--- config.mk ---
export PLATFORM = sky130hd
export DESIGN_NAME = dac_path_top
export DESIGN_NICKNAME = d
export VERILOG_FILES = /design/src/verilog/dac_pkg.sv /design/src/verilog/dac_batch_scale.sv /design/src/verilog/dac_cmd_queue.sv /design/src/verilog/dac_cmd_sched.sv /design/src/verilog/dac_path_top.sv /design/src/verilog/dac_sample_gen.sv
export VERILOG_INCLUDE_DIRS = /design/src /design/src/verilog
export SDC_FILE = /design/constraint.sdc
export NUM_CORES = 1
export LEC_CHECK = 0
export BUFFER_PORTS_ARGS = -buffer_cell sky130_fd_sc_hd__buf_2
export CORE_MARGIN = 5
export CORE_UTILIZATION = 55
export DETAILED_ROUTE_END_ITERATION = 16
export GPL_TIMING_DRIVEN = 0
export PLACE_DENSITY = 0.74
export SYNTH_ARGS = -nofsm -noshare
export SYNTH_HDL_FRONTEND = slang
export SYNTH_SLANG_ARGS = --single-unit
export TNS_END_PERCENT = 50
--- constraint.sdc ---
create_clock -name ps_clk -period 8.3 [get_ports ps_clk]
set_clock_uncertainty 0.1 [all_clocks]
set_input_delay 1.66 -clock ps_clk [delete_from_list [all_inputs] [get_ports ps_clk]]
set_output_delay 1.66 -clock ps_clk [all_outputs]
set_load 0.03 [all_outputs]
--- src/verilog/dac_defines.svh ---
`ifndef DAC_DEFINES_SVH
`define DAC_DEFINES_SVH

// Sample and batch geometry
`define SAMPLE_W 16
`define BATCH_SIZE 4

// Right-shift amount carried with every batch
`define SCALE_W 4

// Burst length in batches
`define BURST_W 8

// Command queue entries, also the credit count at reset
`define CMDQ_DEPTH 4

`endif

--- src/verilog/dac_pkg.sv ---
`default_nettype none

`include "dac_defines.svh"

package dac_pkg;

	typedef logic [`SAMPLE_W-1:0] sample_t;
	typedef logic [`BATCH_SIZE*`SAMPLE_W-1:0] batch_t; // Lane 0 in low bits
	typedef logic [`SCALE_W-1:0] scale_t;
	typedef logic [`BURST_W-1:0] burst_t;
	typedef logic [1:0] opcode_t;
	typedef logic [$clog2(`CMDQ_DEPTH+1)-1:0] credit_t;

	localparam opcode_t OP_CFG = 2'd0;
	localparam opcode_t OP_TRIG = 2'd1;
	localparam opcode_t OP_RAND = 2'd2;
	localparam opcode_t OP_HALT = 2'd3;

	typedef struct packed {
		opcode_t op;
		sample_t seed;
		scale_t scale;
		burst_t burst;
	} dac_cmd_t;

	typedef struct packed {
		batch_t data;
		scale_t scale; // Applied by the scaler
	} batch_word_t;

endpackage

`default_nettype wire

--- src/verilog/dac_batch_scale.sv ---
`default_nettype none

`include "dac_defines.svh"

module dac_batch_scale (
	input wire ps_clk,
	input wire ps_rst,
	input wire gen_valid_i,
	input wire dac_pkg::batch_word_t gen_word_i,
	output dac_pkg::batch_t batch_o,
	output logic batch_valid_o
);

	always_ff @(posedge ps_clk) begin
		if (gen_valid_i) begin
			// Logical shift per lane by the scale that came with the batch
			for (int k = 0; k < `BATCH_SIZE; k++) begin
				batch_o[k*`SAMPLE_W +: `SAMPLE_W] <=
					gen_word_i.data[k*`SAMPLE_W +: `SAMPLE_W] >> gen_word_i.scale;
			end
		end
	end

	always_ff @(posedge ps_clk) begin
		if (ps_rst) begin
			batch_valid_o <= 1'b0;
		end else begin
			batch_valid_o <= gen_valid_i;
		end
	end

endmodule

`default_nettype wire

--- src/verilog/dac_cmd_queue.sv ---
`default_nettype none

`include "dac_defines.svh"

module dac_cmd_queue (
	input wire ps_clk,
	input wire ps_rst,
	input wire push_i,
	input wire dac_pkg::dac_cmd_t cmd_i,
	input wire pop_i,
	output logic head_valid_o,
	output dac_pkg::dac_cmd_t head_o,
	output logic credit_ret_o
);
	import dac_pkg::*;

	localparam int PTR_W = $clog2(`CMDQ_DEPTH);

	dac_cmd_t mem [`CMDQ_DEPTH];
	logic [PTR_W-1:0] wr_ptr;
	logic [PTR_W-1:0] rd_ptr;
	credit_t count;
	logic do_pop;

	assign head_valid_o = (count != '0);
	assign head_o = mem[rd_ptr]; // Show-ahead
	assign do_pop = pop_i && head_valid_o;

	always_ff @(posedge ps_clk) begin
		if (push_i) begin
			mem[wr_ptr] <= cmd_i; // Credits guarantee a free slot
		end
	end

	always_ff @(posedge ps_clk) begin
		if (ps_rst) begin
			wr_ptr <= '0;
			rd_ptr <= '0;
			count <= '0;
			credit_ret_o <= 1'b0;
		end else begin
			if (push_i) begin
				wr_ptr <= (wr_ptr == PTR_W'(`CMDQ_DEPTH-1)) ? '0 : wr_ptr + 1'b1;
			end
			if (do_pop) begin
				rd_ptr <= (rd_ptr == PTR_W'(`CMDQ_DEPTH-1)) ? '0 : rd_ptr + 1'b1;
			end
			count <= count + credit_t'(push_i) - credit_t'(do_pop);
			credit_ret_o <= do_pop; // One credit back per freed entry
		end
	end

endmodule

`default_nettype wire

--- src/verilog/dac_cmd_sched.sv ---
`default_nettype none

`include "dac_defines.svh"

module dac_cmd_sched (
	input wire ps_clk,
	input wire ps_rst,
	input wire halt_i,
	input wire run_rand_i,
	input wire run_trig_i,
	input wire dac_pkg::sample_t seed_i,
	input wire dac_pkg::scale_t scale_i,
	input wire dac_pkg::burst_t burst_i,
	input wire credit_ret_i,
	output logic cmd_valid_o,
	output dac_pkg::dac_cmd_t cmd_o,
	output logic idle_o
);
	import dac_pkg::*;

	logic pend_halt;
	logic pend_rand;
	logic pend_trig;
	logic pend_cfg;
	sample_t seed_q;
	scale_t scale_q;
	burst_t burst_q;
	credit_t credits;
	logic cfg_change;
	logic any_pend;
	logic send;
	opcode_t sel_op;

	// Scale or burst moved since last cycle
	assign cfg_change = (scale_i != scale_q) || (burst_i != burst_q);
	assign any_pend = pend_halt || pend_rand || pend_trig || pend_cfg;
	assign send = (credits != '0) && any_pend;

	always_comb begin
		if (pend_halt) begin
			sel_op = OP_HALT;
		end else if (pend_rand) begin
			sel_op = OP_RAND;
		end else if (pend_trig) begin
			sel_op = OP_TRIG;
		end else begin
			sel_op = OP_CFG;
		end
	end

	always_ff @(posedge ps_clk) begin
		if (ps_rst) begin
			pend_halt <= 1'b0;
			pend_rand <= 1'b0;
			pend_trig <= 1'b0;
			pend_cfg <= 1'b0;
			scale_q <= '0;
			burst_q <= burst_t'(1);
			credits <= credit_t'(`CMDQ_DEPTH);
			cmd_valid_o <= 1'b0;
		end else begin
			scale_q <= scale_i;
			burst_q <= burst_i;
			credits <= credits - credit_t'(send) + credit_t'(credit_ret_i);
			cmd_valid_o <= send;
			// A new pulse of the same kind merges with the pending one
			pend_halt <= (pend_halt && !(send && sel_op == OP_HALT)) || halt_i;
			pend_rand <= (pend_rand && !(send && sel_op == OP_RAND)) || run_rand_i;
			pend_trig <= (pend_trig && !(send && sel_op == OP_TRIG)) || run_trig_i;
			pend_cfg <= (pend_cfg && !(send && sel_op == OP_CFG)) || cfg_change;
		end
	end

	always_ff @(posedge ps_clk) begin
		if (run_rand_i) begin
			seed_q <= seed_i; // Latest seed wins on merge
		end
		if (send) begin
			cmd_o.op <= sel_op;
			cmd_o.seed <= seed_q;
			cmd_o.scale <= scale_q;
			cmd_o.burst <= burst_q;
		end
	end

	// Idle only with nothing latched and every credit home
	assign idle_o = !any_pend && !cfg_change && (credits == credit_t'(`CMDQ_DEPTH));

endmodule

`default_nettype wire

--- src/verilog/dac_path_top.sv ---
`default_nettype none

module dac_path_top (
	input wire ps_clk,
	input wire ps_rst,
	input wire halt_i,
	input wire run_rand_i,
	input wire run_trig_i,
	input wire dac_pkg::sample_t seed_i,
	input wire dac_pkg::scale_t scale_i,
	input wire dac_pkg::burst_t burst_i,
	input wire dac_rdy_i,
	output dac_pkg::batch_t batch_o,
	output logic batch_valid_o,
	output logic sched_idle_o
);
	import dac_pkg::*;

	logic cmd_valid;
	dac_cmd_t cmd;
	logic credit_ret;
	logic head_valid;
	dac_cmd_t head;
	logic pop;
	logic gen_valid;
	batch_word_t gen_word;
	logic sched_idle;
	logic gen_busy;

	dac_cmd_sched sched_inst (
		.ps_clk(ps_clk), .ps_rst(ps_rst),
		.halt_i(halt_i), .run_rand_i(run_rand_i), .run_trig_i(run_trig_i),
		.seed_i(seed_i), .scale_i(scale_i), .burst_i(burst_i),
		.credit_ret_i(credit_ret),
		.cmd_valid_o(cmd_valid), .cmd_o(cmd), .idle_o(sched_idle)
	);

	dac_cmd_queue queue_inst (
		.ps_clk(ps_clk), .ps_rst(ps_rst),
		.push_i(cmd_valid), .cmd_i(cmd), .pop_i(pop),
		.head_valid_o(head_valid), .head_o(head), .credit_ret_o(credit_ret)
	);

	dac_sample_gen gen_inst (
		.ps_clk(ps_clk), .ps_rst(ps_rst),
		.head_valid_i(head_valid), .head_i(head), .dac_rdy_i(dac_rdy_i),
		.pop_o(pop), .gen_valid_o(gen_valid), .gen_word_o(gen_word), .busy_o(gen_busy)
	);

	dac_batch_scale scale_inst (
		.ps_clk(ps_clk), .ps_rst(ps_rst),
		.gen_valid_i(gen_valid), .gen_word_i(gen_word),
		.batch_o(batch_o), .batch_valid_o(batch_valid_o)
	);

	// Queue occupancy shows up as outstanding credits in the scheduler
	assign sched_idle_o = sched_idle && !gen_busy;

endmodule

`default_nettype wire

--- src/verilog/dac_sample_gen.sv ---
`default_nettype none

`include "dac_defines.svh"

module dac_sample_gen (
	input wire ps_clk,
	input wire ps_rst,
	input wire head_valid_i,
	input wire dac_pkg::dac_cmd_t head_i,
	input wire dac_rdy_i,
	output logic pop_o,
	output logic gen_valid_o,
	output dac_pkg::batch_word_t gen_word_o,
	output logic busy_o
);
	import dac_pkg::*;

	typedef enum logic [1:0] {GEN_IDLE, GEN_TRIG, GEN_RAND} gen_state_e;

	gen_state_e state;
	scale_t scale_q;
	burst_t burst_q;
	burst_t cnt; // Batches issued in this burst
	sample_t lfsr_q;
	sample_t lfsr_chain [`BATCH_SIZE];
	logic halt_now;

	// Fibonacci LFSR, taps 16 14 13 11
	function automatic sample_t lfsr_step(input sample_t s);
		logic fb;
		fb = s[15] ^ s[13] ^ s[12] ^ s[10];
		return {s[14:0], fb};
	endfunction

	assign busy_o = (state != GEN_IDLE);
	assign halt_now = busy_o && head_valid_i && (head_i.op == OP_HALT);
	// While running only a halt is taken off the queue
	assign pop_o = head_valid_i && ((state == GEN_IDLE) || (head_i.op == OP_HALT));
	assign gen_valid_o = busy_o && dac_rdy_i && !halt_now;

	always_comb begin
		lfsr_chain[0] = lfsr_step(lfsr_q);
		for (int k = 1; k < `BATCH_SIZE; k++) begin
			lfsr_chain[k] = lfsr_step(lfsr_chain[k-1]);
		end
		for (int k = 0; k < `BATCH_SIZE; k++) begin
			if (state == GEN_RAND) begin
				gen_word_o.data[k*`SAMPLE_W +: `SAMPLE_W] = lfsr_chain[k];
			end else begin
				gen_word_o.data[k*`SAMPLE_W +: `SAMPLE_W] =
					sample_t'(sample_t'(cnt) * `BATCH_SIZE + k);
			end
		end
		gen_word_o.scale = scale_q;
	end

	always_ff @(posedge ps_clk) begin
		if (ps_rst) begin
			state <= GEN_IDLE;
			scale_q <= '0;
			burst_q <= burst_t'(1);
			cnt <= '0;
			lfsr_q <= sample_t'(1);
		end else begin
			unique case (state)
				GEN_IDLE: begin
					if (pop_o && head_i.op != OP_HALT) begin
						scale_q <= head_i.scale;
						burst_q <= head_i.burst;
						cnt <= '0;
						lfsr_q <= (head_i.seed == '0) ? sample_t'(1) : head_i.seed;
						if (head_i.burst != '0) begin // Empty burst stays idle
							if (head_i.op == OP_TRIG) begin
								state <= GEN_TRIG;
							end else if (head_i.op == OP_RAND) begin
								state <= GEN_RAND;
							end
						end
					end
				end
				GEN_TRIG, GEN_RAND: begin
					if (halt_now) begin
						state <= GEN_IDLE;
					end else if (gen_valid_o) begin
						cnt <= cnt + 1'b1;
						lfsr_q <= lfsr_chain[`BATCH_SIZE-1];
						if (cnt == burst_t'(burst_q - 1'b1)) begin
							state <= GEN_IDLE; // Last batch of the burst
						end
					end
				end
				default: state <= GEN_IDLE;
			endcase
		end
	end

endmodule

`default_nettype wire
# Word-level counts from Yosys, hierarchy flattened
# Memory sizes are Yosys's and may differ from the RTL's. A register that Yosys moved wholly into a read port is not among the register bits.
# Index checks and enable logic that the tools add are counted.
# word_totals
ff_bits	177
ramBits	120
mem_count	1
# op_classes
n_addsub	11
eq_ne	22
shift	4
n_mux	30
bitwise_logic	12
n_reduce_logical	48
# mem_list
memory	words	word_bits	read_ports	rd_ports_with_merged_regs	write_ports	line_no	source
queue_inst.mem	4	30	1	1	1	dac_cmd_queue.sv:19	dac_cmd_t mem [`CMDQ_DEPTH];
# op_table
op	count
16-bit 2-to-1 mux	8
16-bit by 4-bit >> shifter with 16-bit output	4
16-bit one-hot mux with 2 select lines	1
2-bit 2-to-1 mux	13
8-bit 2-to-1 mux	3
10-bit by 2-bit adder with 11-bit output, second input constant	2
1-bit logical AND	19
16-bit logical NOT	1
8-bit one-hot mux with 2 select lines	1
2-bit == test, second input constant	7
1-bit XOR	12
10-bit by 1-bit adder with 11-bit output, second input constant	1
1-bit logical OR	9
8-bit by 1-bit adder with 8-bit output, second input constant	1
8-bit == test	1
1-bit logical NOT	8
2-bit inequality test, second input constant	4
8-bit inequality test	1
8-bit nonzero test	1
8-bit by 1-bit subtractor with 8-bit output, second input constant	1
3-bit by 1-bit adder with 3-bit output	2
2-bit by 1-bit == test with 1-bit output, second input constant	3
3-bit by 1-bit inequality test with 1-bit output, second input constant	2
3-bit nonzero test	2
14 further kinds	20

# Longest topological paths before layout
# logic_depth
ltp_word	8
mapped_depth	12
depth_no_buf	10

# By module
# From an unflattened synthesis, not the netlist that was laid out.
# hier_totals
hier_cells	1042
hier_area_um2	13998.4
# modules_own_cells
module	instances	cells_per_inst	area_per_inst_um2	seq_area_each_um2
dac_cmd_queue	1	202	4823.4	3803.6
dac_batch_scale	1	384	4513.1	1941.9
dac_sample_gen	1	329	2457.4	760.7
dac_cmd_sched	1	126	2190.9	1781.7
dac_path_top	1	1	13.8	0.0

# Worst setup path after synthesis
# OpenSTA, ideal clock, no wires.
# synth_timing
path_type	input to output
start	input port scale_i[0]
end	output port sched_idle_o
arrival_ns	2.912
required_ns	6.540
setup_slack_ns	3.628
cell_stages	3
path_buffers	0
path_cell_list	xnor2_1 -> nand4_1 -> nor4_1
# synth_via
elab_chain_len	6
# synth_lines
item	line_no	source
start: declaration	dac_path_top.sv:10	input wire dac_pkg::scale_t scale_i,
4-bit inequality test	dac_cmd_sched.sv:35	assign cfg_change = (scale_i != scale_q) || (burst_i != burst_q);
1-bit logical OR	dac_cmd_sched.sv:35	
1-bit logical NOT	dac_cmd_sched.sv:87	assign idle_o = !any_pend && !cfg_change && (credits == credit_t'(`CMDQ_DEPTH));
1-bit logical AND (2 in a row)	dac_cmd_sched.sv:87	
1-bit logical AND	dac_path_top.sv:57	assign sched_idle_o = sched_idle && !gen_busy;
end: declaration	dac_path_top.sv:15	output logic sched_idle_o
# Every way passes these cells.

# Final worst setup path
# layout_timing
start	input port scale_i[2]
end	output port sched_idle_o
# Same word-level chain as after synthesis.

==> results.toml <==
[outcome]
status = "completed"

[placed_design]
gp_congestion = 0.966
placed_area_um2 = 14500
dp_hpwl_um = 23500
portBuffers = 98

[routing]
wl_met3_um = 1980
wl_met2_um = 15600
drc = 0
drtAntennaViolNets = 0
post_drt_wl_per_cell_um = 20.9
vias = 8920
routed_via_density = 5.80
wl_met1_um = 13300
drt_pass1_iterations = 5
drt-initial-drc-count = 807
routed_wl_um = 32200
top_layer = "met4"

[sta]
rsz0062_at_grt = "false"
whs_ns = 0.319
fin_crit_sh = 0.530
period_needed_ns = 4.40
finalMaxSlewViolations = 0
finalSetupViolCount = 0
tns_ns = 0
worst_slew_pin_slew_ns = 0.907
timing.slew.headroom = 0.394
fmax_mhz = 227
hold_viol = 0

[floorplan]
row_count = 57
die_x_um = 167
initial_core_util = 0.557
num_io_pins = 100
core_um2 = 24300
die_area_um2 = 27900
die_h_um = 167

[synth]
synth_flop_cell = "edfxtp_1"
ys_seq_elements = 299
ys_types = 65
synthTopCellsByCount = "edfxtp_1 (230), nor2_1 (121), nand2_1 (94)"
yosysTopAreaCellShare = 0.510
synthTopCellsByArea = "edfxtp_1 (51%), dfxtp_1 (10%), mux4_2 (5.3%)"
ys_async_sr_fraction = 0
yosysTopAreaCell = "edfxtp_1"
yosysSeqAreaShare = 0.612
syn-num-nets = 1109
synth_enable_flop_cells = 230
syn_inst = 1058
synth.most_common_cell = "edfxtp_1"
avgSynthCellArea_um2 = 12.8
yosys_warnings = 0
synth_area_um2 = 13600

[clock_tree]
hold_buffers = 0
cts_buffers = 30
clk_pin_slew_ns = 0.06
root_buffer = "clkbuf_16"
post_cts_resize_count = 0
h-tree-depth = 1
cts_sinks = 299
post-cts-setup-buffers = 0
cts_max_path_buffers = 3
worstSkewPairLatency_ns = 0.55
cts_tree = "yes"

[setup_path]
cp_slowest_stage_delay_ns = 0.29
cp-start-kind = "input port"
cp.arrival_ns = 2.64
worstSetupStartpoint = "scale_i[2]"
path_max_fanout = 2
worstPathRequired_ns = 6.54
slowest_stage = "nor4_1"
cp_common_cell = "buf_2"
cp_cell_sequence = "buf_2 > xnor2_1 > nand4_1 > nor4_1 > buf_2"
end_kind = "primary output"
crit_type = "in2out"
cp_top_family = "simple AND/OR/NAND/NOR gates"
worst-path-buf-inv = 2
r2r_slack_ns = 4.62

[final_layout]
synthToLayoutAreaGrowth_pct = 13.9
final_area_um2 = 15400
antennaDiodeCount = 0
nNetsFinal = 1240
post-route-util = 0.635
drive_gt1_frac = 0.183

[grt]
grt.overflow.total = 0
grt_usage = 0.227
antenna_found_initial = 0
grt_pass1_wl_um = 50200
grt_pass1_vias = 8834
grt_max_degree = 46

[hold_path]
hold_start = "sched_inst.seed_q[1]$_DFFE_PP_"
hp-class = "reg2reg"

[pwr]
power.leakage_nw = 5.53
ir_drop_mv = 0.248
powerDensity_nw_per_um2 = 374

[flow_run]
drv_cap = 0
placed cells by master (no fill, tap or decap), types with 7 or more instances in the layout:
cell	synthesis	final
edfxtp_1	230	230
nor2_1	121	120
buf_2	13	111
nand2_1	94	94
dfxtp_1	69	69
a21oi_1	62	62
clkbuf_1	53	58
o21ai_0	38	38
mux2i_1	37	37
mux4_2	32	32
xnor2_1	31	31
clkbuf_16	0	31
nor2b_1	24	24
inv_1	23	23
mux4_1	16	16
o22ai_1	15	15
ha_1	15	15
nand3_1	13	13
a311oi_1	13	13
mux2_2	12	12
nor3_1	12	12
clkinv_1	4	10
nand4_1	10	10
xor2_1	9	9
nand2b_1	8	8
a211oi_1	8	8
nor4_1	7	7
final timing paths:
path,end,cells past startpoint
worst max register to register,queue_inst.count[2]$_SDFF_PP0_,12
worst min register to register,sched_inst.cmd_o[13]$_DFFE_PP_,0
worst max-delay path,sched_idle_o,5
worst min-delay path,sched_inst.cmd_o[13]$_DFFE_PP_,0
through the flow:
step	instances	setup WS, ns	total power, mW
3_3_place_gp	1480	3.71	4.46
4_1_cts	1537	3.88	5.78
3_5_place_dp	1481	3.88	4.49
6_report	1537	3.90	5.77
2_1_floorplan	1058	3.63	3.81
5_1_grt	1537	3.82	6.09
logic make-up (layout without fill, tap and decap cells):
| kind of cell | after synthesis | in the layout | share of synthesized area |
|---|---|---|---|
| AOI/OAI and AO/OA | 182 | 182 | 0.0837 |
| buffers and inverters | 104 | 259 | 0.0334 |
| DFF | 299 | 299 | 0.612 |
| muxes | 97 | 97 | 0.122 |
| adders and majority gates | 17 | 17 | 0.0168 |
| xor gates and xnor gates | 40 | 40 | 0.0259 |
| and+or+nand+nor | 319 | 319 | 0.107 |
registers in the layout, summed over array words and instances, names as in the netlist, named ones only:
| signal | flops |
|---|---|
| gen_inst.state | 2 |
| sched_inst.cmd_valid_o | 1 |
| scale_inst.batch_o | 64 |
| sched_inst.seed_q | 16 |
| queue_inst.count | 3 |
| gen_inst.scale_q | 4 |
| scale_inst.batch_valid_o | 1 |
| gen_inst.lfsr_q | 16 |
| queue_inst.wr_ptr | 2 |
| queue_inst.rd_ptr | 2 |
| sched_inst.pend_trig | 1 |
| sched_inst.pend_rand | 1 |
| sched_inst.burst_q | 8 |
| queue_inst.credit_ret_o | 1 |
| sched_inst.credits | 3 |
| gen_inst.cnt | 8 |
| gen_inst.burst_q | 8 |
| sched_inst.pend_halt | 1 |
| sched_inst.scale_q | 4 |
| sched_inst.cmd_o | 30 |
| queue_inst.mem | 120 |
| sched_inst.pend_cfg | 1 |
routing by layer:
metal	track usage	vias to the layer above
met4	0.0989	0
li1	-	4198
met1	0.300	4272
met2	0.380	363
met5	0	-
met3	0.0318	87
report_power, final:
| part | internal, mW | switching [mW] | total (mW) |
|---|---|---|---|
| sequential | 1.99 | 0.168 | 2.15 |
| combinational | 0.825 | 1.52 | 2.34 |
| clock | 0.733 | 0.546 | 1.28 |
layout make-up:
type | instances | area, um2
Fill cell | 1921 | 8890
Sequential cell | 299 | 8290
Multi-Input combinational cell | 655 | 4820
Clock buffer | 38 | 822
Timing Repair Buffer | 99 | 510
Tap cell | 324 | 405
Buffer | 77 | 352
Clock inverter | 18 | 129
Inverter | 27 | 101
No activity file was read; power rests on OpenSTA's default activity.
